$ cat config.mk
export PLATFORM = sky130hd
export DESIGN_NAME = cache_line
export DESIGN_NICKNAME = d
export VERILOG_FILES = /design/src/mem_cache_pkg.sv /design/src/cache_line.sv
export VERILOG_INCLUDE_DIRS = /design/src
export SDC_FILE = /design/constraint.sdc
export NUM_CORES = 1
export LEC_CHECK = 0
export ABC_CLOCK_PERIOD_IN_PS = 13190
export BUFFER_PORTS_ARGS = -buffer_cell sky130_fd_sc_hd__buf_2
export CAP_MARGIN = 20
export CORE_ASPECT_RATIO = 0.7
export CORE_UTILIZATION = 30
export DETAILED_ROUTE_END_ITERATION = 10
export GPL_ROUTABILITY_DRIVEN = 1
export PLACE_DENSITY = 0.67
export SYNTH_ARGS = -nofsm -noshare
export SYNTH_HDL_FRONTEND = slang
export SYNTH_SLANG_ARGS = --single-unit
$ cat constraint.sdc
create_clock -name clk -period 13.19 [get_ports clk]
set_input_delay 3.2975 -clock clk [delete_from_list [all_inputs] [get_ports clk]]
set_output_delay 3.2975 -clock clk [all_outputs]
set_load 0.05 [all_outputs]
$ cat src/mem_cache_config.svh
// Cache configuration: line count, line size, backing store depth and address map
`ifndef MEM_CACHE_CONFIG_SVH
`define MEM_CACHE_CONFIG_SVH

// Number of fully associative cache lines
`define CACHE_LINES 4

// 32-bit words held by each cache line
`define LINE_WORDS 4

// Depth of the backing store in lines, 4 KB in total
`define MEM_LINES 256

// First byte address of the cached data region
`define DATA_BASE 14'h1000

// Memory-mapped LED byte, write only
`define LED_ADDR 14'h2000

`endif
$ cat src/mem_cache_pkg.sv
// Cache types: address and data vectors, request and line-view structs, FSM states
`include "mem_cache_config.svh"

package mem_cache_pkg;

	typedef logic [13:0] byte_addr_t;
	typedef logic [31:0] word_t;
	typedef logic [`LINE_WORDS*32-1:0] line_t;

	// Line address, byte address bits 13 down to 4
	typedef logic [9:0] tag_t;
	typedef logic [7:0] mem_index_t;
	typedef logic [1:0] word_offset_t;

	// Age 0 marks the least recently used line
	typedef logic [1:0] age_t;
	typedef logic [`CACHE_LINES-1:0] line_vec_t;

	typedef enum logic [1:0] {
		SIZE_BYTE,
		SIZE_HALF,
		SIZE_WORD
	} access_size_e;

	typedef struct packed {
		logic read;
		logic write;
		byte_addr_t addr;
		word_t write_data;
		access_size_e size;
		logic sign_ext;
	} mem_req_t;

	typedef struct packed {
		line_t data;
		tag_t tag;
		age_t age;
		logic valid;
	} line_view_t;

	typedef enum logic [1:0] {
		IN_CACHE,
		ACCESS_MEMORY,
		UPDATE_CACHE
	} cache_state_e;

endpackage

$ cat src/cache_line.sv
// Single cache line with data, tag, valid flag, LRU age and hit compare
`include "mem_cache_config.svh"

module cache_line #(
	parameter mem_cache_pkg::age_t reset_age = '0
) (
	input logic clk,
	input logic rst_n,
	input mem_cache_pkg::byte_addr_t cur_addr,
	input logic line_update,
	input logic line_write,
	input logic sel,
	input mem_cache_pkg::age_t accessed_age,
	input mem_cache_pkg::line_t new_line,
	output mem_cache_pkg::line_t data,
	output mem_cache_pkg::tag_t tag,
	output mem_cache_pkg::age_t age,
	output logic valid,
	output logic hit
);
	import mem_cache_pkg::*;

	tag_t addr_tag;

	assign addr_tag = cur_addr[13:4];
	assign hit = valid && (tag == addr_tag);

	// Ages form a permutation, so each line starts with a distinct one
	always_ff @(posedge clk) begin
		if (!rst_n) begin
			age <= reset_age;
			valid <= 1'b0;
		end else if (line_update) begin
			if (sel) begin
				age <= age_t'(`CACHE_LINES - 1);
				if (line_write) begin
					valid <= 1'b1;
				end
			end else if (age > accessed_age) begin
				// Lines younger than the accessed one move one step towards eviction
				age <= age - 1'b1;
			end
		end
	end

	always_ff @(posedge clk) begin
		if (line_update && line_write && sel) begin
			data <= new_line;
			tag <= addr_tag;
		end
	end

endmodule

==> Word level (Yosys, flattened, before mapping) <==
Index checks and enable logic that the tools add are counted.
{ "op_classes": {"n_addsub": 1, "magnitude_cmp": 1, "n_eq_ne": 1, "n_mux": 2, "n_reduce_logical": 6} }
{ "op_table": {"columns": ["cell", "count"], "rows": [
  ["equality test 10 bit", 1],
  ["2-to-1 mux 2 bit", 2],
  ["logical AND 1 bit", 3],
  ["AND reduction 3 bit", 1],
  ["> comparator 2 bit", 1],
  ["AND reduction 2 bit", 1],
  ["nonzero test 2 bit", 1],
  ["subtractor 2 x 1 -> 2 bit (second input constant)", 1]
]} }
{ "totals": {"reg_bits": 141, "input_bits": 149, "out_inout_bits": 142, "wordCells": 15} }

==> Longest topological paths before layout <==
{ "logic_depth": {"word_depth": 3, "mapped_depth": 5, "ltp_nobuf": 5} }

==> Least setup slack after synthesis <==
OpenSTA, ideal clock, no wires.
{ "synth_path": {"path_kind": "input -> output", "startpoint": "in cur_addr[8]", "endpoint": "out hit", "t_arrival_ps": 4623, "t_required_ps": 9892, "path_slack_ps": 5270, "stages": 3, "path_buffers": 0, "cell_sequence": "xnor2_1 nand4_1 nor3_1"} }
{ "synth_via": {"elab_chain_cells": 2} }
{ "synth_rtl": {"columns": ["item", "line", "source"], "rows": [
  ["start: declaration", "cache_line.sv:9", "input mem_cache_pkg::byte_addr_t cur_addr,"],
  ["equality test 10 bit", "cache_line.sv:26", "assign hit = valid && (tag == addr_tag);"],
  ["logical AND 1 bit", "cache_line.sv:26", null],
  ["end: declaration", "cache_line.sv:19", "output logic hit"]
]} }
No other way between the ends.

==> Worst setup path after layout <==
{ "layout_path": {"startpoint": "in cur_addr[4]", "endpoint": "out hit"} }
The elaborated chain is that of the path after synthesis.

==> metrics <==
worst clock skew 0.0000232 ns; layout cells sized above 1 64.8%; largest net degree at the start of global routing 77; Hold Crit Class reg -> reg; Yosys warning count 0; total power 1.16 mW; antenna violations before repair 1; worst setup margin 5.70 ns; worst vdd ir 0.0753 mV; Period minus WS final 7.49 ns; sequential fraction of the synthesis area 94.2%; CP Data Required Time 9.89 ns; H-tree Lvls 4; CP Data Arrival Time 4.19 ns; Die Wd 148 um; outcome finished, final reports clean; Setup Crit Path Kind in -> out; most used cell, CP buf_2; DP HPWL 8300 um; setup TNS 0 ns; Root Buffer clkbuf_16; Place WS 5.70 ns; Final ANT Viol Nets 0; worst-margin pin slew 0.936 ns; crit end category primary output; std cell rows 36; Cell Area, Synth 4460 um^2; max incr delay on CP 0.30 ns; cts bufs inserted 17; all-layer global routing usage 14.4%; vias in the first global route 3052; Setup Viol. Count Final 0; crit path launch type input pin; commonest non-fill, non-tap cell in the layout buf_2; DR vias/cell 4.16; top_reg_cell synth edfxtp_1; crit-path cells buf_2, xnor2_1, nand4_1, nor3_1, buf_2; DRC viols 0; Core Box Area 14200 um^2; async set-reset flop share out of synthesis 0%; Hold WS 0.503 ns; clk buf depth 2; area delta synth->final 51.9%; syn avg cell area 25.5 um^2; final net count 632; Slew Viols, Final 0; Core Util, Final 47.6%; Fmax achieved 134 MHz; Yosys top cell by area edfxtp_1; GP Congestion 0.743; critical path's slowest cell buf_2; top cells by area, synth edfxtp_1 (93%), xnor2_1 (2.0%), dfxtp_1 (1.3%); port bufs 286; worst-skew pair later-pin latency 0.41 ns; fin crit share 56.8%; Starting Density 31.3%; routed len/inst 15.9 um; CTS Hold Buffers Added 0; Syn Inst Count 175; syn_nets 326; PwrDens 172 nW/um^2; WL final 10900 um; 1st-iter DRT viols 100; max cap viols 0; # IOs 291; TritonCTS clock tree built; clock slew seen by the registers of the worst setup and hold paths 0.06 ns; synthesized flop and latch total 141; Die Footprint 15400 um^2; Via Count 2843; P_leak 2.82 nW; Final Hold Vio Count 0; Pre-antenna DRT Iters 4; Synth top area share 92.9%; Max-slew headroom 37.6%; GRT Residual Overflow 0; most frequent cells in the layout buf_2 (286), edfxtp_1 (138), clkbuf_16 (17); first-pass GRT wire length 16200 um; clock sinks 141; Die Ht 104 um; unrepaired setup endpoints after global routing no; Antenna Diode Count 0; # Post-CTS Setup Buffers 0; CP max FO 2; Post-CTS Resized 0; EDFF count, synth 138; Netlist cell types 18
-- critical path, delay by kind of cell --
| kind | cells | cell delay (ns) |
|---|---|---|
| buffers and inverters | 2 | 0.41 |
| and+or+nand+nor | 2 | 0.31 |
| xor gates and xnor gates | 1 | 0.18 |
-- kinds of logic after synthesis --
group | after synthesis | synth area share [%]
compound gates | 9 | 1.57
buf+inv | 2 | 0.168
fa+ha+maj | 2 | 0.561
flops | 141 | 94.2
simple gates | 11 | 1.49
xor+xnor | 10 | 1.96
-- per-stage QoR --
stage          area [um^2]  cells
6_report              6780    684
5_1_grt               6780    684
4_1_cts               6780    684
3_5_place_dp          6140    652
3_3_place_gp          6140    652
2_1_floorplan         4460    175
-- where the power goes --
part / total (mW) / switching, mW / leakage [nW] / internal (mW)
Clock: 0.510 / 0.190 / 0.302 / 0.320
Combinational: 0.131 / 0.0976 / 1.23 / 0.0330
Sequential: 0.523 / 0.00674 / 1.29 / 0.516
Total: 1.16 / 0.294 / 2.82 / 0.869
-- worst paths after layout --
check | from | end | slack [ns] | cells after the start
min | valid | valid | 0.50 | 1
min reg2reg | valid | valid | 0.50 | 1
max | cur_addr[4] | hit | 5.70 | 5
max reg2reg | age[1] | age[0] | 11.86 | 4
-- flip-flops by register name, indices dropped and copies added (netlist names) --
name / count
valid: 1
age: 2
data: 128
tag: 10
-- metal layers --
metal | GRT usage (%) | share of wire [%]
met5 | 0 | 0
met1 | 14.7 | 37
met2 | 24.7 | 51
met3 | 6.93 | 11
met4 | 6.85 | 1.4
-- final cells by class --
cell class                      count  area, um^2
Clock buffer                       17         425
Clock inverter                     15         209
Fill cell                        1278        7460
Inverter                            2        7.51
Multi-Input combinational cell     32         254
Sequential cell                   141        4200
Tap cell                          190         238
Timing Repair Buffer              287        1440
-- synth_stat cells (2+ instances only) --
cell type and count:
nor2_1 2, o2111a_1 2, xnor2_1 10, edfxtp_1 138
nand4_1 2, ha_1 2, a211oi_1 2, o21ai_0 2
dfxtp_1 3, nor2b_1 2, inv_1 2, o21a_1 2
No activity file was read; power rests on OpenSTA's default activity.
