## src/mem_cache_config.svh

```systemverilog
// Cache configuration: line count, line size, backing store depth and address map
`ifndef MEM_CACHE_CONFIG_SVH
`define MEM_CACHE_CONFIG_SVH

// Number of fully associative cache lines
`define CACHE_LINES 4

// 32-bit words held by each cache line
`define LINE_WORDS 4

// Depth of the backing store in lines, 4 KB in total
`define MEM_LINES 256

// First byte address of the cached data region
`define DATA_BASE 14'h1000

// Memory-mapped LED byte, write only
`define LED_ADDR 14'h2000

`endif
```

## src/mem_cache_pkg.sv

```systemverilog
// Cache types: address and data vectors, request and line-view structs, FSM states
`include "mem_cache_config.svh"

package mem_cache_pkg;

	typedef logic [13:0] byte_addr_t;
	typedef logic [31:0] word_t;
	typedef logic [`LINE_WORDS*32-1:0] line_t;

	// Line address, byte address bits 13 down to 4
	typedef logic [9:0] tag_t;
	typedef logic [7:0] mem_index_t;
	typedef logic [1:0] word_offset_t;

	// Age 0 marks the least recently used line
	typedef logic [1:0] age_t;
	typedef logic [`CACHE_LINES-1:0] line_vec_t;

	typedef enum logic [1:0] {
		SIZE_BYTE,
		SIZE_HALF,
		SIZE_WORD
	} access_size_e;

	typedef struct packed {
		logic read;
		logic write;
		byte_addr_t addr;
		word_t write_data;
		access_size_e size;
		logic sign_ext;
	} mem_req_t;

	typedef struct packed {
		line_t data;
		tag_t tag;
		age_t age;
		logic valid;
	} line_view_t;

	typedef enum logic [1:0] {
		IN_CACHE,
		ACCESS_MEMORY,
		UPDATE_CACHE
	} cache_state_e;

endpackage

```

## src/load_store_align.sv

```systemverilog
// Byte-lane aligner: extracts and extends load data, merges store data into a line
module load_store_align (
	input mem_cache_pkg::mem_req_t cur_req,
	input logic use_fill,
	input mem_cache_pkg::line_t hit_line,
	input mem_cache_pkg::line_t fill_line,
	output mem_cache_pkg::word_t load_word,
	output mem_cache_pkg::line_t new_line
);
	import mem_cache_pkg::*;

	line_t base_line;
	word_offset_t word_sel;
	word_t old_word;
	word_t store_word;
	logic [7:0] ld_byte;
	logic [15:0] ld_half;

	// During a fill the line comes from the backing store, otherwise from the cache
	assign base_line = use_fill ? fill_line : hit_line;
	assign word_sel = cur_req.addr[3:2];
	assign old_word = base_line[word_sel*32 +: 32];

	assign ld_byte = old_word[cur_req.addr[1:0]*8 +: 8];
	assign ld_half = cur_req.addr[1] ? old_word[31:16] : old_word[15:0];

	always_comb begin
		case (cur_req.size)
			SIZE_BYTE: begin
				load_word = {{24{cur_req.sign_ext & ld_byte[7]}}, ld_byte};
			end
			SIZE_HALF: begin
				load_word = {{16{cur_req.sign_ext & ld_half[15]}}, ld_half};
			end
			default: begin
				load_word = old_word;
			end
		endcase
	end

	// Partial stores keep the untouched bytes of the addressed word
	always_comb begin
		store_word = old_word;
		case (cur_req.size)
			SIZE_BYTE: begin
				store_word[cur_req.addr[1:0]*8 +: 8] = cur_req.write_data[7:0];
			end
			SIZE_HALF: begin
				if (cur_req.addr[1]) begin
					store_word[31:16] = cur_req.write_data[15:0];
				end else begin
					store_word[15:0] = cur_req.write_data[15:0];
				end
			end
			default: begin
				store_word = cur_req.write_data;
			end
		endcase
	end

	always_comb begin
		new_line = base_line;
		if (cur_req.write) begin
			new_line[word_sel*32 +: 32] = store_word;
		end
	end

endmodule

```

## config.mk

```make
export PLATFORM = sky130hd
export DESIGN_NAME = load_store_align
export DESIGN_NICKNAME = d
export VERILOG_FILES = /design/src/mem_cache_pkg.sv /design/src/load_store_align.sv
export VERILOG_INCLUDE_DIRS = /design/src
export SDC_FILE = /design/constraint.sdc
export NUM_CORES = 1
export LEC_CHECK = 0
export BUFFER_PORTS_ARGS = -buffer_cell sky130_fd_sc_hd__buf_2
export CAP_MARGIN = 5
export CORE_AREA = 8 8 176 178
export DETAILED_ROUTE_END_ITERATION = 12
export DIE_AREA = 0 0 184 186
export GPL_ROUTABILITY_DRIVEN = 0
export SYNTH_ARGS = -nofsm -noshare
export SYNTH_HDL_FRONTEND = slang
export SYNTH_SLANG_ARGS = --single-unit
```

## constraint.sdc

```tcl
create_clock -name vclk -period 2.76
set_input_delay 0.138 -clock vclk [all_inputs]
set_output_delay 0.138 -clock vclk [all_outputs]
set_load 0.01 [all_outputs]
```

# [Yosys cells after proc, flatten, opt, wreduce, memory -nomap -nowiden]
# Cells that the tools add are included.
[op_classes] addsub=2 n_eq_ne=1 shifts=6 mux=9 bitwise_logic=2 reduce_logical=1
[op_table] op="two-way mux 128 bit" count=2
[op_table] op="bitwise mux 128 bit" count=1
[op_table] op="one-hot mux 32 bit (2 select lines)" count=2
[op_table] op="variable shift 32 x 34 -> 128 bit, first input constant" count=1
[op_table] op="indexed part select 128 x 8 -> 32 bit" count=1
[op_table] op="indexed part select 32 x 34 -> 128 bit" count=1
[op_table] op="two-way mux 16 bit" count=3
[op_table] op="negation 5 -> 34 bit" count=1
[op_table] op="negation 7 -> 34 bit" count=1
[op_table] op="variable shift 8 x 34 -> 32 bit, first input constant" count=1
[op_table] op="indexed part select 8 x 34 -> 32 bit" count=1
[op_table] op="bitwise mux 32 bit" count=1
[op_table] op="indexed part select 32 x 6 -> 8 bit" count=1
[op_table] op="bitwise AND 1 bit" count=2
[op_table] op="equality test 2 x 1 -> 1 bit, second input constant" count=1
[op_table] op="zero test 2 bit" count=1
[totals] ff_bits=0 inputBits=308 out_inout_bits=160 wordCells=21

# [Longest topological paths before layout]
[depth] depth_word=7 depth_mapped=10 depth_no_buf=7

# [Worst setup path before layout]
# OpenSTA, ideal clock, no wires.
[synth_timing] kind="input port to output port" from="input port cur_req[37] in the netlist's numbering" to="output port new_line[111]" t_arrival_ns=2.192 path_slack_ns=0.430 cell_stages=8 path_cell_list="inv_1 > buf_2 > buf_2 > ha_1 > or4_1 > clkbuf_1 > clkbuf_1 > o21ai_0"
[synth_between] elab_chain_cells=6
[synth_lines] item="from (decl)" line="load_store_align.sv:3" text="input mem_cache_pkg::mem_req_t cur_req,"
[synth_lines] item="indexed part select 128 x 8 -> 32 bit" line="load_store_align.sv:22" text="assign old_word = base_line[word_sel*32 +: 32];"
[synth_lines] item="two-way mux 16 bit or bitwise mux 32 bit (tied branches)" line="load_store_align.sv:49, load_store_align.sv:46"
[synth_lines] item="one-hot mux 32 bit (2 select lines)" line="load_store_align.sv:44" text="case (cur_req.size)"
[synth_lines] item="indexed part select 32 x 34 -> 128 bit" line="load_store_align.sv:64" text="new_line[word_sel*32 +: 32] = store_word;"
[synth_lines] item="bitwise mux 128 bit *" line="load_store_align.sv:64"
[synth_lines] item="two-way mux 128 bit *" line="load_store_align.sv:63" text="if (cur_req.write) begin"
[synth_lines] item="to (decl)" line="load_store_align.sv:8" text="output mem_cache_pkg::line_t new_line"
# Every way passes the cells marked *; elsewhere a longest branch is shown, timed or not.

# [Final worst setup path]
[layout_timing] from="input port use_fill" to="output port new_line[13]"
[layout_between] elab_chain_cells=7
[layout_lines] item="from (decl)" line="load_store_align.sv:4" text="input logic use_fill,"
[layout_lines] item="two-way mux 128 bit *" line="load_store_align.sv:20" text="assign base_line = use_fill ? fill_line : hit_line;"
[layout_lines] item="indexed part select 128 x 8 -> 32 bit" line="load_store_align.sv:22"
[layout_lines] item="two-way mux 16 bit or bitwise mux 32 bit (tied branches)" line="load_store_align.sv:49, load_store_align.sv:46"
[layout_lines] item="one-hot mux 32 bit (2 select lines)" line="load_store_align.sv:44"
[layout_lines] item="indexed part select 32 x 34 -> 128 bit" line="load_store_align.sv:64"
[layout_lines] item="bitwise mux 128 bit" line="load_store_align.sv:64"
[layout_lines] item="two-way mux 128 bit *" line="load_store_align.sv:63"
# Marks and branches as above.

==> results.json <==
{
  "outcome": "complete, no violations",
  "finalHoldViolations": 0,
  "groute.usage.overall": 0.220,
  "synth_area_mm2": 0.00608,
  "cts_hold_buffers": 0,
  "dp_cells": 1533,
  "nFlopsAndLatches": 0,
  "grt_start_max_net_pins": 47,
  "fin_crit_ns": 2.66,
  "ios": 468,
  "layout.nets": 1469,
  "p_per_area_mw_per_mm2": 226,
  "cpPeakStageDelay_ns": 0.51,
  "hold_start": "hit_line[37]",
  "critPathLaunch": "use_fill",
  "syn-num-nets": 1017,
  "fill_cells": 3103,
  "required_ns": 2.62,
  "drtIter0Drc": 729,
  "hp-class": "in -> out",
  "gr-usage-met1": 0.275,
  "drc": 0,
  "port_buffers": 457,
  "antenna_found_initial": 7,
  "totalWireLength_um": 41100,
  "crit_arrival_ns": 2.52,
  "maxCapViolCount": 0,
  "cp_slowest_cell": "mux4_2",
  "syn_inst": 699,
  "period_share": 0.964,
  "postRouteAntennaNets": 0,
  "layout-drive-gt1-share": 0.576,
  "area_delta_synth_final_pct": 49.7,
  "crit_top_cell": "buf_12",
  "wl_per_cell_um": 26.7,
  "rows": 62,
  "tns_ns": 0,
  "ys_top_cells_by_count": "o22ai_1 (141), mux2i_1 (130), mux4_2 (56), clkbuf_1 (51), a21oi_1 (39)",
  "cts_setup_buffers": 0,
  "grt_pass1_vias": 8941,
  "synth_top_cell_by_area": "mux2i_1",
  "rsz0062_at_grt": "false",
  "cp-start-kind": "input pin",
  "via_count": 8675,
  "vias_per_cell": 5.64,
  "ys_warn_count": 0,
  "multi_input_area_mm2": 0.00566,
  "nClkBuffers": 0,
  "synth_cell_types": 59,
  "endpoint_kind": "output pin",
  "slew_headroom": 0.256,
  "yosys.area.top_type_share": 0.214,
  "coreArea_mm2": 0.0282,
  "ys_seq_area_frac": 0,
  "start_util": 0.215,
  "path_class": "in -> out",
  "synth.area.top_cells": "mux2i_1 (21%), mux4_2 (21%), o22ai_1 (15%)",
  "path_cells": "buf_8 -> buf_12 -> buf_12 -> mux4_2 -> mux2i_1 -> a21oi_1 -> o22ai_2 -> o22ai_1 -> buf_2",
  "grtUsageMet2": 0.376,
  "gr-usage-met3": 0.0484,
  "die_area_mm2": 0.0342,
  "grt-busiest-layer": "met2",
  "yosysMostFrequentCell": "o22ai_1",
  "cp_max_fo": 25,
  "hpwl_um": 34500,
  "register_area_um2": 0,
  "drtPass1Iterations": 5,
  "syn_area_per_cell_um2": 8.70,
  "max_freq_mhz": 376,
  "setup_viol": 0,
  "die_h_um": 186,
  "grt.overflow.total": 0,
  "grt_pass1_wl_um": 57500,
  "slew_viol_final": 0,
  "leakage_nw": 4.39,
  "final_cells": 1537,
  "peakVddDrop_mv": 0.0685,
  "tightest_slew_ns": 1.11,
  "die_w_um": 184
}
[what timing repair did]
action                                 4_1_cts  5_1_grt
setup endpoints to repair                    0       21
gates resized for setup                      0        3
endpoints found under the hold margin        0        0
[critical path, delay by kind of cell]
family	cells	cell delay (ns)
buffers and inverters	4	0.86
AOI/OAI and AO/OA	3	0.57
muxes	2	0.90
[final cells by class]
cell class,count,area share
timing repair buffer,531,0.322
multi-input combinational,611,0.622
inverter,7,0.00289
antenna,4,0.00110
tap,384,0.0528
[report_power, final]
part	switching (W)	internal [W]	total, W
Clock	0	0.000000000194	0.000000000194
Sequential	0	0	0
Combinational	0.00116	0.000905	0.00206
[kinds of logic (layout without fill, tap and decap cells)]
logic type / Yosys count / in the layout / share of synthesized area
buf+inv: 88 / 538 / 0.0724
other cells: 0 / 4 / 0
compound gates: 284 / 284 / 0.342
mux: 212 / 212 / 0.481
simple gates: 105 / 105 / 0.0844
fa+ha+maj: 10 / 10 / 0.0206
[metrics by stage]
stage                     total power (W)  setup WS (ns)  utilization  area [µm²]  hold WS, ns
after CTS                         0.00205        0.00462        0.321        9070        0.680
final                             0.00206          0.100        0.322        9100        0.675
after global routing              0.00219        0.00832        0.322        9100        0.702
after floorplan                   0.00109          0.430            -        6080        0.465
after detailed placement          0.00205       0.000406        0.321        9070        0.676
after global placement            0.00203        0.00529        0.321        9070        0.669
[routing by layer]
metal,part of all wire,vias to the layer above
li1,-,3827
met1,0.40,4184
met2,0.48,575
met3,0.091,85
met4,0.032,4
met5,0.00056,-
[worst paths after layout]
check | to | slack, ns | depth (start not counted)
setup / recovery | new_line[13] | 0.10 | 9
hold / removal | new_line[37] | 0.68 | 4
[placed cells by master, fill, tap and decap left out, types with 4 or more instances in the layout]
| cell | n |
|---|---|
| buf_4 | 68 |
| nor3_1 | 6 |
| and2_1 | 4 |
| nand3_1 | 6 |
| a221oi_2 | 9 |
| o21ai_0 | 14 |
| nand2b_1 | 5 |
| mux2_4 | 8 |
| a21oi_1 | 39 |
| a22oi_2 | 5 |
| mux2i_1 | 130 |
| a211o_1 | 5 |
| o22ai_1 | 139 |
| o21bai_2 | 11 |
| o221ai_2 | 7 |
| diode_2 | 4 |
| o31ai_1 | 4 |
| buf_12 | 6 |
| mux4_2 | 56 |
| inv_1 | 6 |
| nor2_1 | 32 |
| ha_1 | 10 |
| mux2_2 | 6 |
| o211ai_1 | 5 |
| buf_2 | 456 |
| mux2_1 | 4 |
| o22ai_2 | 10 |
| nand2_1 | 36 |
| a31oi_1 | 8 |
| o21ai_1 | 6 |
| mux2i_2 | 6 |
(Power assumes the default switching activity.)
