[config.mk]
export PLATFORM = sky130hd
export DESIGN_NAME = cache_ctrl
export DESIGN_NICKNAME = d
export VERILOG_FILES = /design/src/mem_cache_pkg.sv /design/src/cache_ctrl.sv
export VERILOG_INCLUDE_DIRS = /design/src
export SDC_FILE = /design/constraint.sdc
export NUM_CORES = 1
export LEC_CHECK = 0
export ABC_AREA = 1
export BUFFER_PORTS_ARGS = -buffer_cell sky130_fd_sc_hd__clkbuf_2
export CAP_MARGIN = 20
export CELL_PAD_IN_SITES_DETAIL_PLACEMENT = 1
export CELL_PAD_IN_SITES_GLOBAL_PLACEMENT = 2
export CORE_MARGIN = 1
export CORE_UTILIZATION = 23
export DETAILED_ROUTE_END_ITERATION = 10
export PLACE_DENSITY_LB_ADDON = 0.1
export SETUP_SLACK_MARGIN = 0.4
export SYNTH_ARGS = -nofsm -noshare
export SYNTH_HDL_FRONTEND = slang
export SYNTH_SLANG_ARGS = --single-unit
[constraint.sdc]
create_clock -name clk -period 1.7 [get_ports clk]
set_input_delay 0.085 -clock clk [delete_from_list [all_inputs] [get_ports clk]]
set_output_delay 0.085 -clock clk [all_outputs]
set_load 0.005 [all_outputs]
[src/mem_cache_config.svh]
// Cache configuration: line count, line size, backing store depth and address map
`ifndef MEM_CACHE_CONFIG_SVH
`define MEM_CACHE_CONFIG_SVH

// Number of fully associative cache lines
`define CACHE_LINES 4

// 32-bit words held by each cache line
`define LINE_WORDS 4

// Depth of the backing store in lines, 4 KB in total
`define MEM_LINES 256

// First byte address of the cached data region
`define DATA_BASE 14'h1000

// Memory-mapped LED byte, write only
`define LED_ADDR 14'h2000

`endif
[src/mem_cache_pkg.sv]
// Cache types: address and data vectors, request and line-view structs, FSM states
`include "mem_cache_config.svh"

package mem_cache_pkg;

	typedef logic [13:0] byte_addr_t;
	typedef logic [31:0] word_t;
	typedef logic [`LINE_WORDS*32-1:0] line_t;

	// Line address, byte address bits 13 down to 4
	typedef logic [9:0] tag_t;
	typedef logic [7:0] mem_index_t;
	typedef logic [1:0] word_offset_t;

	// Age 0 marks the least recently used line
	typedef logic [1:0] age_t;
	typedef logic [`CACHE_LINES-1:0] line_vec_t;

	typedef enum logic [1:0] {
		SIZE_BYTE,
		SIZE_HALF,
		SIZE_WORD
	} access_size_e;

	typedef struct packed {
		logic read;
		logic write;
		byte_addr_t addr;
		word_t write_data;
		access_size_e size;
		logic sign_ext;
	} mem_req_t;

	typedef struct packed {
		line_t data;
		tag_t tag;
		age_t age;
		logic valid;
	} line_view_t;

	typedef enum logic [1:0] {
		IN_CACHE,
		ACCESS_MEMORY,
		UPDATE_CACHE
	} cache_state_e;

endpackage

[src/cache_ctrl.sv]
// Cache controller: miss FSM, request buffer, stall, read data and LED registers
`include "mem_cache_config.svh"

module cache_ctrl (
	input logic clk,
	input logic rst_n,
	input mem_cache_pkg::mem_req_t req,
	input logic any_hit,
	input mem_cache_pkg::word_t load_word,
	output mem_cache_pkg::mem_req_t cur_req,
	output logic use_fill,
	output logic line_update,
	output logic line_write,
	output logic mem_access,
	output logic stall,
	output mem_cache_pkg::word_t read_data,
	output logic [7:0] led
);
	import mem_cache_pkg::*;

	cache_state_e state;
	mem_req_t req_buf;
	logic led_sel;
	logic cache_req;
	logic hit_access;

	// The live request is served in IN_CACHE, the buffered copy during a miss
	assign cur_req = (state == IN_CACHE) ? req : req_buf;

	assign led_sel = (req.addr == `LED_ADDR);
	assign cache_req = (state == IN_CACHE) && (req.read || req.write) && !led_sel;
	assign hit_access = cache_req && any_hit;

	assign use_fill = (state == UPDATE_CACHE);
	assign mem_access = (state == ACCESS_MEMORY);
	assign stall = (state != IN_CACHE);

	// A hit refreshes the line age and loads it only on a store, a fill always loads
	assign line_update = hit_access || (state == UPDATE_CACHE);
	assign line_write = (hit_access && req.write) || (state == UPDATE_CACHE);

	always_ff @(posedge clk) begin
		if (!rst_n) begin
			state <= IN_CACHE;
		end else begin
			case (state)
				IN_CACHE: begin
					if (cache_req && !any_hit) begin
						state <= ACCESS_MEMORY;
					end
				end
				ACCESS_MEMORY: begin
					state <= UPDATE_CACHE;
				end
				UPDATE_CACHE: begin
					state <= IN_CACHE;
				end
				default: begin
					state <= IN_CACHE;
				end
			endcase
		end
	end

	// The buffer follows the input until a miss freezes it
	always_ff @(posedge clk) begin
		if (state == IN_CACHE) begin
			req_buf <= req;
		end
	end

	always_ff @(posedge clk) begin
		if (!rst_n) begin
			read_data <= '0;
		end else if (hit_access || (state == UPDATE_CACHE)) begin
			read_data <= load_word;
		end
	end

	// LED writes bypass the cache entirely
	always_ff @(posedge clk) begin
		if (!rst_n) begin
			led <= '0;
		end else if ((state == IN_CACHE) && req.write && led_sel) begin
			led <= req.write_data[7:0];
		end
	end

endmodule

* Yosys cells after proc, flatten, opt, wreduce, memory -nomap -nowiden
Index checks and enable logic that the tools add are counted.
** Cells by class
- Add/subtract/negate cells :: 0
- Multipliers :: 0
- Divide/modulo/power cells :: 0
- $lt $le $gt $ge :: 0
- Equality and inequality tests :: 4
- Shifts and indexed selects :: 0
- Multiplexer cells :: 3
- Bitwise logic cells :: 0
- Reductions and logical operators :: 14
** Operator list (count)
- $mux 51 :: 1
- $eq 14x14->1 const B :: 1
- $logic_and 1x1->1 :: 7
- $pmux 2 s2 :: 1
- $logic_or 1x1->1 :: 3
- $eq 2x1->1 const B :: 1
- $eq 2x2->1 const B :: 1
- $logic_not 1->1 :: 2
- $logic_not 2->1 :: 1
- $mux 2 :: 1
- $ne 2x1->1 const B :: 1
- $reduce_bool 2->1 :: 1
** Storage, ports and cells
- Flip-flop bits (word level) :: 93
- Latch bits :: 0
- Bits in writable memories :: 0
- Bits in read-only memories :: 0
- Input bits :: 86
- Output and inout bits :: 96
- Logic and storage cells :: 30
- Memories kept :: 0

* Logic depth before layout (Yosys ltp)
- Word-level depth :: 6
- Mapped depth :: 11
- Gate-level depth less buffers :: 9

* Worst setup path after synthesis
Ideal clock, no wire load.
- Kind :: register -> register
- Start point :: reg state[0]
- End point :: reg read_data[10]
- Setup time :: 115 ps
- Arrival :: 1200 ps
- Required time :: 1585 ps
- Path slack :: 385 ps
- Cell stages (with the launch flop) :: 11
- Path buffers :: 2
- Clock period less this slack :: 1315 ps
- Cells stage by stage :: dfxtp_1 inv_2 nand2_4 nor2_1 inv_2 nand2_2 nand3_2 buf_6 buf_4 a21oi_1 nor2_1
** Between the ends
- Cells in the longest elaborated chain, start to end :: 5
- Elaborated cells on any way between the ends :: 6
- Those cells by class :: eq/ne: 1; reduce/logical: 5
** RTL lines
- start: declaration :: RTL line cache_ctrl.sv:21 : cache_state_e state;
- start signal: assignment :: RTL line cache_ctrl.sv:44 : state <= IN_CACHE;
- start signal: assignment :: RTL line cache_ctrl.sv:49 : state <= ACCESS_MEMORY;
- start signal: assignment :: RTL line cache_ctrl.sv:53 : state <= UPDATE_CACHE;
- $logic_not 2->1 :: RTL line cache_ctrl.sv:31 : assign cache_req = (state == IN_CACHE) && (req.read || req.write) && !led_sel;
- $logic_and 1x1->1 (2 in a row) :: RTL line cache_ctrl.sv:31
- $logic_and 1x1->1 :: RTL line cache_ctrl.sv:32 : assign hit_access = cache_req && any_hit;
- $logic_or 1x1->1 * :: RTL line cache_ctrl.sv:75 : end else if (hit_access || (state == UPDATE_CACHE)) begin
- end signal: assignment :: RTL line cache_ctrl.sv:76 : read_data <= load_word;
- end: declaration :: RTL line cache_ctrl.sv:16 : output mem_cache_pkg::word_t read_data,
Mark *: on every way between the ends. The rest lies on a longest branch, timed or not.
A chain may end at the register's enable or synchronous reset.

* Final worst setup path
- Start point :: reg state[0]
- End point :: out line_update
** Between the ends
- Cells in the longest elaborated chain, start to end :: 5
- Elaborated cells on any way between the ends :: 6
- Those cells by class :: eq/ne: 1; reduce/logical: 5
** RTL lines
- $logic_not 2->1 :: RTL line cache_ctrl.sv:31
- $logic_and 1x1->1 (2 in a row) :: RTL line cache_ctrl.sv:31
- $logic_and 1x1->1 :: RTL line cache_ctrl.sv:32
- $logic_or 1x1->1 * :: RTL line cache_ctrl.sv:39 : assign line_update = hit_access || (state == UPDATE_CACHE);
- end: declaration :: RTL line cache_ctrl.sv:12 : output logic line_update,
Marked as above.

==> results.yml <==
run_status:
  status: "finished, violations left"
  violations: "design-rule violations"
sta:
  tightest_slew_ps: 516
  worst_slack_ps: 125
  hold_viol: 0
  grt_setup_unrepaired: "yes"
  setup_viol: 0
  finalCritPeriodShare_pct: 92.7
  setup_tns_ps: 0
  fmax_mhz: 635
  fin_crit_ps: 1580
  drv_slew: 0
  finClkSkew_ps: 4.74
  slew-limit-headroom_pct: 65.6
logic_synthesis:
  async_reset_ff_share_pct: 0
  yosysTopAreaCell: "dfxtp_1"
  synth_seq_cells: 93
  synth_flop_cell: "dfxtp_1"
  synthCells: 491
  synth_warnings: 0
  synth_most_common_cell: "nand2_1"
  synth_mux_area_share_pct: 0
  synth_top_family_by_area: "simple AND/OR/NAND/NOR gates"
  syn_nets: 577
  synth_edf_count: 0
  synth_common_cells: "189 x nand2_1, 93 x dfxtp_1, 51 x nor2_1"
  syn_area_mm2: 0.00351
  ys_seq_area_share_pct: 53.0
  synth.distinct_cells: 19
  synth_top_area_share_pct: 53.0
  synth_simple_gate_area_share_pct: 32.6
  synthXorXnorAreaFrac_pct: 0
  synth-compound-area-share_pct: 5.98
  ys_top_cells_by_area: "dfxtp_1 53%, nand2_1 20%, nor2_1 5.4%"
  synthAdderAreaFrac_pct: 0
  syn_avg_cell_area_um2: 7.16
placed_design:
  dp_hpwl_um: 7760
  routabilityCongestion: 0.697
  post-place-ws_ps: 126
  io_buffers: 181
cells_and_area:
  n_fill_cell: 1802
  syn_to_final_growth_pct: 72.5
  num_antenna_cells: 0
  nNetsFinal: 838
  drive_gt1_share_pct: 32.2
setup_path:
  path_cells: "inv_4 -> nand2_8 -> nor2_4 -> inv_4 -> nand2_4 -> nand3_4 -> buf_12 -> nand2_2 -> clkbuf_2"
  max_stage_delay_ps: 340
  cp_max_fo: 4
  critPathLaunchType: "flip-flop"
  cp.arrival_ps: 1490
  crit_path_frequent_cell: "inv_4"
  crit_type: "flip-flop to primary output"
  endpoint_kind: "primary output"
  crit_required_ps: 1620
  crit_slowest_cell: "dfxtp_2"
  cp.buffers_inverters: 4
  critPathTopFamily: "buffers and inverters"
floorplan:
  io_pins: 182
  rows: 44
  start_util_pct: 23.9
  dieHeight_um: 126
  core-area_mm2: 0.0147
  dieArea_mm2: 0.0158
  die_x_um: 126
clock_network:
  insertion_delay_ps: 350
  path_clk_slew_ps: 70
  htree_levels: 3
  cts_sinks: 93
  root_buffer: "clkbuf_16"
  cts_buffers: 9
  clockBufferDepth: 2
  cts_tree: "done"
global_route:
  overflow: 0
  grt_pass1_wl_um: 19800
  grtUsageTotal_pct: 16.0
  grt_max_degree: 66
  antenna_found_initial: 0
  grt_pass1_vias: 4039
routing:
  drc: 10
  vias: 3991
  wl_per_cell_um: 13.5
  routed_via_density: 4.24
  drt-total-wl_um: 12700
  firstDrtPassIters: 7
  drt_iter0_markers: 141
  antenna_left: 0
flow_run:
  cap_violations: 0
pwr:
  leakagePower_uw: 0.00316
  pwr_density_cell_mw_per_mm2: 963
  vdd.ir_drop.worst_uv: 429
min_path:
  hp-class: "input pin to flip-flop"
layout make-up:
cell class	count	area (um^2)	share of cell area [%]
clock buffer	9	225	3.71
tap	184	230	3.80
multi-input combinational	328	1490	24.5
sequential	93	1860	30.7
clock inverter	7	98.8	1.63
inverter	40	170	2.81
timing repair buffer	280	1990	32.8
worst reg2reg max path, delay by kind of cell (launching register included):
| kind | cells | cell delay (ps) |
|---|---|---|
| compound gates | 1 | 180 |
| buf+inv | 4 | 490 |
| flops | 1 | 340 |
| simple gates | 5 | 440 |
per-layer routing:
metal	global-route usage (%)	up-vias	wire [um]
met4	5.31	0	138
met1	17.5	1843	5340
met2	28.4	104	6270
li1	-	2036	-
met3	6.20	8	979
met5	0	-	0
sequential cells by signal, summed over array words and instances, names as in the netlist:
name,flops
led,8
req_buf,51
state,2
read_data,32
worst paths after layout:
path	from	end	slack [ps]	cells after the start
worst min-delay path	req[50]	req_buf[50]$_DFF_P_	20	3
worst max-delay path	state[0]$_SDFFE_PN0P_	line_update	120	9
worst max register to register	state[0]$_SDFFE_PN0P_	read_data[22]$_SDFFE_PN0P_	160	10
worst min register to register	req_buf[5]$_DFF_P_	req_buf[5]$_DFF_P_	450	2
where the power goes:
| part | total (uW) | switching (uW) | internal, uW | leakage (uW) |
|---|---|---|---|---|
| Combinational | 1170 | 592 | 582 | 0.00223 |
| Clock | 2200 | 898 | 1300 | 0.000156 |
| Sequential | 2470 | 77.4 | 2400 | 0.000777 |
| Total | 5840 | 1570 | 4270 | 0.00316 |
layout by cell type (no fill, tap or decap), drive strengths merged:
| cell type | count |
|---|---|
| a21oi | 32 |
| buf | 18 |
| bufinv | 2 |
| clkbuf | 190 |
| clkinv | 4 |
| clkinvlp | 1 |
| dfxtp | 93 |
| dlygate4sd3 | 81 |
| inv | 40 |
| nand2 | 191 |
| nand3 | 33 |
| nor2 | 52 |
| nor3 | 10 |
| o21ai | 10 |
cell families after synthesis:
logic type      count (synthesis)
buf+inv                        70
compound gates                 42
flops                          93
simple gates                  286
what timing repair did:
action                                  in CTS  in global routing
hold buffers                                81                  0
cloned                                       2                  1
endpoints found under the setup margin     105                 94
buffers inserted                             6                  2
hold endpoints to repair                    85                  0
pin swaps                                    3                  7
resized for setup                           17                 43
stage by stage:
stage	power, uW	hold slack, ps	cells	utilization [%]	instance area, um^2
floorplan	2970	162	491	-	3520
global placement	3390	287	833	31.2	4580
detailed placement	3420	291	833	31.2	4580
CTS	5880	11.5	938	40.0	5880
global route	6200	18.9	941	41.2	6060
finish	5840	19.7	941	41.2	6060
No activity file was read; power rests on OpenSTA's default activity.
