[src/mem_cache_config.svh]
// Cache configuration: line count, line size, backing store depth and address map
`ifndef MEM_CACHE_CONFIG_SVH
`define MEM_CACHE_CONFIG_SVH

// Number of fully associative cache lines
`define CACHE_LINES 4

// 32-bit words held by each cache line
`define LINE_WORDS 4

// Depth of the backing store in lines, 4 KB in total
`define MEM_LINES 256

// First byte address of the cached data region
`define DATA_BASE 14'h1000

// Memory-mapped LED byte, write only
`define LED_ADDR 14'h2000

`endif
[src/mem_cache_pkg.sv]
// Cache types: address and data vectors, request and line-view structs, FSM states
`include "mem_cache_config.svh"

package mem_cache_pkg;

	typedef logic [13:0] byte_addr_t;
	typedef logic [31:0] word_t;
	typedef logic [`LINE_WORDS*32-1:0] line_t;

	// Line address, byte address bits 13 down to 4
	typedef logic [9:0] tag_t;
	typedef logic [7:0] mem_index_t;
	typedef logic [1:0] word_offset_t;

	// Age 0 marks the least recently used line
	typedef logic [1:0] age_t;
	typedef logic [`CACHE_LINES-1:0] line_vec_t;

	typedef enum logic [1:0] {
		SIZE_BYTE,
		SIZE_HALF,
		SIZE_WORD
	} access_size_e;

	typedef struct packed {
		logic read;
		logic write;
		byte_addr_t addr;
		word_t write_data;
		access_size_e size;
		logic sign_ext;
	} mem_req_t;

	typedef struct packed {
		line_t data;
		tag_t tag;
		age_t age;
		logic valid;
	} line_view_t;

	typedef enum logic [1:0] {
		IN_CACHE,
		ACCESS_MEMORY,
		UPDATE_CACHE
	} cache_state_e;

endpackage

[src/line_select.sv]
// Line selector: picks the hit line or the oldest one and gathers its fields
`include "mem_cache_config.svh"

module line_select (
	input mem_cache_pkg::line_vec_t hits,
	input mem_cache_pkg::line_vec_t olds,
	input mem_cache_pkg::line_t datas [`CACHE_LINES],
	input mem_cache_pkg::tag_t tags [`CACHE_LINES],
	input mem_cache_pkg::age_t ages [`CACHE_LINES],
	input mem_cache_pkg::line_vec_t valids,
	output mem_cache_pkg::line_vec_t sel,
	output logic any_hit,
	output mem_cache_pkg::line_view_t view
);
	import mem_cache_pkg::*;

	assign any_hit = |hits;

	// With no hit the age-0 line is the victim, and exactly one line has age 0
	assign sel = any_hit ? hits : olds;

	// The selection is one-hot, so an AND-OR tree replaces a wide mux
	always_comb begin
		view = '0;
		for (int i = 0; i < `CACHE_LINES; i++) begin
			view.data = view.data | (datas[i] & {$bits(line_t){sel[i]}});
			view.tag = view.tag | (tags[i] & {$bits(tag_t){sel[i]}});
			view.age = view.age | (ages[i] & {$bits(age_t){sel[i]}});
			view.valid = view.valid | (valids[i] & sel[i]);
		end
	end

endmodule

[config.mk]
export PLATFORM = sky130hd
export DESIGN_NAME = line_select
export DESIGN_NICKNAME = d
export VERILOG_FILES = /design/src/mem_cache_pkg.sv /design/src/line_select.sv
export VERILOG_INCLUDE_DIRS = /design/src
export SDC_FILE = /design/constraint.sdc
export NUM_CORES = 1
export LEC_CHECK = 0
export BUFFER_PORTS_ARGS = -buffer_cell sky130_fd_sc_hd__buf_2
export CORE_AREA = 2 2 282 284
export DETAILED_ROUTE_END_ITERATION = 8
export DIE_AREA = 0 0 284 286
export SLEW_MARGIN = 20
export SYNTH_ARGS = -nofsm -noshare
export SYNTH_HDL_FRONTEND = slang
export SYNTH_SLANG_ARGS = --single-unit
[constraint.sdc]
create_clock -name vclk -period 1.89
set_input_delay 0.378 -clock vclk [all_inputs]
set_output_delay 0.378 -clock vclk [all_outputs]
set_load 0.005 [all_outputs]
-- After elaboration in Yosys (flattened, before gate mapping)
Cells that the tools add are included.
- mux-type cells: 1
- bitwise operators: 28
- reductions and logical operators: 1
- operators by type and width (operator ; number):
    $and A128 B128 Y128 ; 4
    $or A128 B128 Y128 ; 3
    $and A10 B10 Y10 ; 4
    $or A10 B10 Y10 ; 3
    $and A2 B2 Y2 ; 4
    $or A2 B2 Y2 ; 3
    $and A1 B1 Y1 ; 4
    $mux W4 ; 1
    $reduce_or A4 Y1 ; 1
    $or A1 B1 Y1 ; 3
- logic and storage cells: 30
- input bits: 572
- register bits: 0
- output and inout port bits: 146

-- Logic depth before layout (Yosys ltp)
Gate-level depths: netlist (run 1).
- depth after elaboration: 6
- mapped depth: 6
- mapped depth without buffers: 3

-- Least setup slack after synthesis (run 1)
No wires, ideal clock.
- path type: in2out
- from: in hits[3]
- to: out view[70] (netlist name)
- data required time: 1.512 ns
- data arrival time: 1.394 ns
- cell stages on the path: 6
- slack: 0.118 ns
- buffers on the path: 3
- path through: buf_4 > nor4b_4 > buf_6 > buf_2 > o21ai_0 > nand4_1
- RTL lines (what ; line ; RTL):
    start: declaration ; line_select.sv:5 ; input mem_cache_pkg::line_vec_t hits,
    end: declaration ; line_select.sv:13 ; output mem_cache_pkg::line_view_t view

==> results of run 1 <==
-- worst paths after layout --
kind / from / endpoint / slack, ns / cells after the start
min: datas[143] / view[28] / 1.04 / 4
max: hits[1] / view[61] / -0.38 / 8
-- cell type report --
| class | instances | area share [%] |
|---|---|---|
| Antenna cell | 9 | 0.175 |
| Timing Repair Buffer | 892 | 54.0 |
| Tap cell | 1050 | 10.2 |
| Multi-Input combinational cell | 714 | 35.6 |
-- synthesized netlist by cell type --
master and number:
nor4b_4 4, or2_2 4, o21ai_0 468, buf_1 6, clkbuf_1 82, buf_2 7, buf_6 9, or4_1 1
clkbuf_2 1, nand4_1 141, buf_4 19, o21ai_1 96
-- power groups by stage --
stage / Combinational, mW / Sequential, mW / Clock, mW
CTS: 2.99 / 0 / 0
global placement: 2.37 / 0 / 0
finish: 3.11 / 0 / 0.000000584
floorplan: 0.742 / 0 / 0
global route: 3.31 / 0 / 0.000000283
detailed placement: 2.35 / 0 / 0
-- cell usage in the layout (no fill, tap or decap), types with 17 or more instances in the layout --
master   count
buf_4       54
buf_2      639
o21ai_1    158
buf_6       96
buf_12      41
o21ai_2    149
o21ai_0    240
buf_8       20
nand4_1    141
buf_16      30
o21ai_4     17
-- timing repair --
item | in CTS | in global routing
endpoints found under the setup margin | 145 | 146
pin swaps | 94 | 99
gates resized for setup | 491 | 220
cloned | 36 | 12
setup buffers | 43 | 21
-- kinds of logic after synthesis --
logic type | Yosys count
AO/OA/AOI/OAI | 564
buffers and inverters | 124
AND/OR/NAND/NOR | 150
-- critical path, delay by kind of cell --
kind                   cells  cell delay [ns]
buffers and inverters      5             0.86
and+or+nand+nor            2             0.58
AOI/OAI and AO/OA          1             0.06
-- layer usage --
| layer | share of wire (%) | vias up |
|---|---|---|
| met5 | 0.48 | - |
| met4 | 4.8 | 60 |
| met3 | 10 | 232 |
| met2 | 46 | 914 |
| met1 | 38 | 5234 |
| li1 | - | 4878 |
==> metrics.yaml, run 1 <==
leakage_nw: 5.35
hold_violations: 0
wl_per_cell_um: 28.5
die_width_um: 284
antenna_found_initial: 45
firstDrtPassIters: 5
peakVddDrop_mv: 0.0940
synth_warnings: 0
synthMuxAreaShare_pct: 0
synth_cell_types: 12
fmax_ghz: 0.441
synth_area_um2: 4450
crit_slowest_cell: "nor4b_4"
io_pins: 718
hp-class: "in2out"
dp.cells: 2564
status: "complete, but fails checks"
grtUsageMet1_pct: 19.9
initial_core_util_pct: 5.68
avgSynthCellArea_um2: 5.31
synth-compound-area-share_pct: 63.5
ys_seq_area_share_pct: 0
post_dp_cell_area_um2: 9550
preCtsSetupSlack_ns: -0.680
die_y_um: 286
nets: 2180
pwr-share-seq_pct: 0
drc: 0
num_rows: 103
crit_type: "in2out"
met2_usage_pct: 28.7
critPathMaxStageDelay_ns: 0.32
cp.arrival_ns: 1.89
violations: "setup timing"
slew_headroom_pct: 59.6
synth-simple-area-share_pct: 22.7
cp_max_fo: 8
dp_hpwl_mm: 56.0
clkbuf_count: 0
io_buffers: 718
final_area_um2: 12900
holdWs_ns: 1.04
tns_ns: -34.64
final_core_util_pct: 16.4
multiInputGateArea_um2: 4590
gp_congestion: 0.948
grt.total_usage_pct: 16.9
wl_mm: 76.1
p_int_mw: 1.47
start_kind: "primary input"
drive_gt1_share_pct: 66.4
power_frac_clock_pct: 0
crit_required_ns: 1.51
switching_share_pct: 52.9
gr-usage-met3_pct: 5.81
synth_fa_ha_area_share_pct: 0
grt_pass1_vias: 10761
area_growth_pct: 190
layout.cells.non_filler: 2665
grt_pass1_wl_mm: 94.6
setup_slack_ns: -0.379
grt_max_degree: 52
overflow: 0
core_um2: 78400
period_share_pct: 120
drt_iter0_drc: 736
rsz0062_at_grt: "yes"
p_comb_share_pct: 100.0
vias: 11318
via_per_inst: 4.25
synth_top_area_cell: "o21ai_0"
nFlopsAndLatches: 0
endpoint_kind: "primary output"
p_per_area_nw_per_um2: 241
ant_nets: 0
synth_top_family_by_area: "compound AO/OA/AOI/OAI gates"
nFillCells: 9067
setup_viol: 145
cap_viol_max_count: 0
worstPathCellList: "buf_12 > nor4b_4 > buf_6 > buf_12 > buf_12 > o21ai_1 > nand4_1 > buf_4"
path_common_cell: "buf_12"
syn_nets: 1410
synthXorXnorAreaFrac_pct: 0
seq_area_um2: 0
grt-busiest-layer: "met2"
synth_area_leaders: "o21ai_0, nand4_1, o21ai_1, clkbuf_1, buf_4"
worstMarginPinSlew_ns: 0.606
p_sw_mw: 1.64
fin_crit_ns: 2.27
synth.top_cell.area_share_pct: 52.7
postSynthCellCount: 838
drv_slew: 0
holdBufCountCts: 0
power.total_mw: 3.11
floorplan.die_area_um2: 81200
(Power assumes the default switching activity.)
==> run 2: changes to the inputs <==
==> constraint.sdc (replaced) <==
create_clock -name vclk -period 1.89
set_input_delay 0 -clock vclk [all_inputs]
set_output_delay 0 -clock vclk [all_outputs]
set_load 0.005 [all_outputs]
==> run 2 against run 1 <==
Net effect:
- the flow now finishes without violations
- sequential share of layout area unchanged
- non-clock buffer count down 118
- critical path depth down 2
- first-iteration DRC count up 30%
- combinational power down 26%
- cell count down 4.3%
- count of clock-buffer cells in the layout unchanged
- flip-flop and latch count unchanged
- utilization down 4.4 points
- via count down 7.5%
- critical path type unchanged
==> metrics.yaml, run 2 (synthesis gave the netlist of run 1 again) <==
status: "finished clean"
crit_slowest_cell: "nand4_1"
path_buf_inv: 4  # -1
peakVddDrop_mv: 0.0673  # -28%
cp_top_family: "buffers and inverters"
ant_nets: 0  # unchanged
overflow: 0  # unchanged
setup_viol: 0  # -100%
floorplan.die_area_um2: 81200  # unchanged
worstMarginPinSlew_ns: 0.632  # +0.0258 ns
cap_viol_max_count: 0  # unchanged
io_pins: 718  # unchanged
die_y_um: 286  # unchanged
drt_iter0_drc: 959  # +30%
num_rows: 103  # unchanged
hp-class: "in2out"
hold_violations: 0  # unchanged
tns_ns: 0  # +34.64 ns
seq_area_um2: 0  # unchanged
worstPathCellList: "buf_4 > buf_12 > buf_4 > o21ai_0 > nand4_1 > buf_2"
nets: 2062  # -5.4%
clkbuf_count: 0  # unchanged
drc: 0  # unchanged
drv_slew: 0  # unchanged
core_um2: 78400  # unchanged
wl_per_cell_um: 24.6  # -14%
hold_end: "view[90]"
firstDrtPassIters: 7  # +2
nFlopsAndLatches: 0  # unchanged
leakage_nw: 3.94  # -26%
mostFrequentLayoutCells: "buf_2, o21ai_0, nand4_1"
multiInputGateArea_um2: 3840  # -16%
antenna_found_initial: 47  # +4.4%
drive_gt1_share_pct: 52.6  # -14 points
fin_crit_ns: 1.84  # -0.431 ns
endpoint_kind: "primary output"
area_growth_pct: 112
period_share_pct: 97.2  # -23 points
start_kind: "primary input"
die_width_um: 284  # unchanged
initial_core_util_pct: 5.68  # unchanged
power.total_mw: 2.31  # -26%
rsz0062_at_grt: "no"
vias: 10471  # -7.5%
grt_pass1_wl_mm: 82.8  # -13%
min_from: "datas[461]"
dp_hpwl_mm: 54.4  # -3.0%
crit_required_ns: 1.89  # +0.38 ns
holdBufCountCts: 0  # unchanged
p_per_area_nw_per_um2: 245  # +1.6%
grt_max_degree: 72  # +38%
io_buffers: 718  # unchanged
fmax_ghz: 0.544  # +23%
gp_congestion: 1.01  # +6.3%
layout_commonest_cell: "buf_2"
hold_path_depth: 4  # unchanged
crit_type: "in2out"
slew_headroom_pct: 57.4  # -2.2 points
grt.total_usage_pct: 14.4  # -2.6 points
cp.arrival_ns: 1.84  # -0.05 ns
nFillCells: 9345  # +3.1%
wl_mm: 62.7  # -18%
via_per_inst: 4.10  # -3.3%
grt_pass1_vias: 10133  # -5.8%
path_common_cell: "buf_4"
final_core_util_pct: 12.0  # -4.4 points
critPathMaxStageDelay_ns: 0.45  # +0.13 ns
cp_max_fo: 50  # +42
## run 2: cell types whose count changed in the layout (fill, tap and decap cells not counted), sizes merged
| cell | before | now |
|---|---|---|
| buf | 880 | 774 |
| clkbuf | 9 | 0 |
| diode | 9 | 13 |
| bufbuf | 3 | 0 |
## run 2: timing repair
action | in CTS | in global routing
buffers inserted | 0 | 1
pin swaps | 2 | 2
resized for setup | 2 | 3
setup endpoints to repair | 2 | 4
## run 2: power by group
part | internal [mW] | total, mW | switching, mW | leakage (nW)
Sequential | 0 | 0 | 0 | 0
Combinational | 0.956 | 2.31 | 1.35 | 3.94
Clock | 0.000000921 | 0.000000922 | 0 | 0.0000824
Total | 0.956 | 2.31 | 1.35 | 3.94
## run 2: worst max-delay path by stage
stage	startpoint	end	cells after the start
finish	hits[2]	view[87]	6
global route	hits[3]	view[87]	7
global placement	olds[2]	view[2]	7
detailed placement	olds[2]	view[2]	7
CTS	olds[2]	view[2]	7
floorplan	hits[3]	view[70]	6
## run 2: layer usage
| metal | vias up | GRT usage, % | wire [um] |
|---|---|---|---|
| met5 | - | 0 | 386 |
| met4 | 58 | 5.54 | 3170 |
| li1 | 4570 | - | - |
| met1 | 4765 | 17.4 | 24400 |
| met2 | 896 | 23.5 | 27900 |
| met3 | 182 | 4.74 | 6900 |
## run 2: area by class of cell
type | count | share of cell area, %
tap | 1050 | 14.0
multi-input combinational | 714 | 40.8
timing repair buffer | 774 | 44.9
antenna | 13 | 0.346
## run 2: metrics by stage
step / instances / hold slack, ns / instance area, um2 / setup slack, ns
after global routing: 2546 / 0.308 / 9390 / 0.00970
final: 2551 / 0.280 / 9410 / 0.0525
after global placement: 2537 / 0.288 / 9360 / -0.288
after floorplan: 838 / 0.110 / 4450 / 0.874
after detailed placement: 2537 / 0.281 / 9360 / -0.280
after CTS: 2537 / 0.282 / 9360 / 0.0258
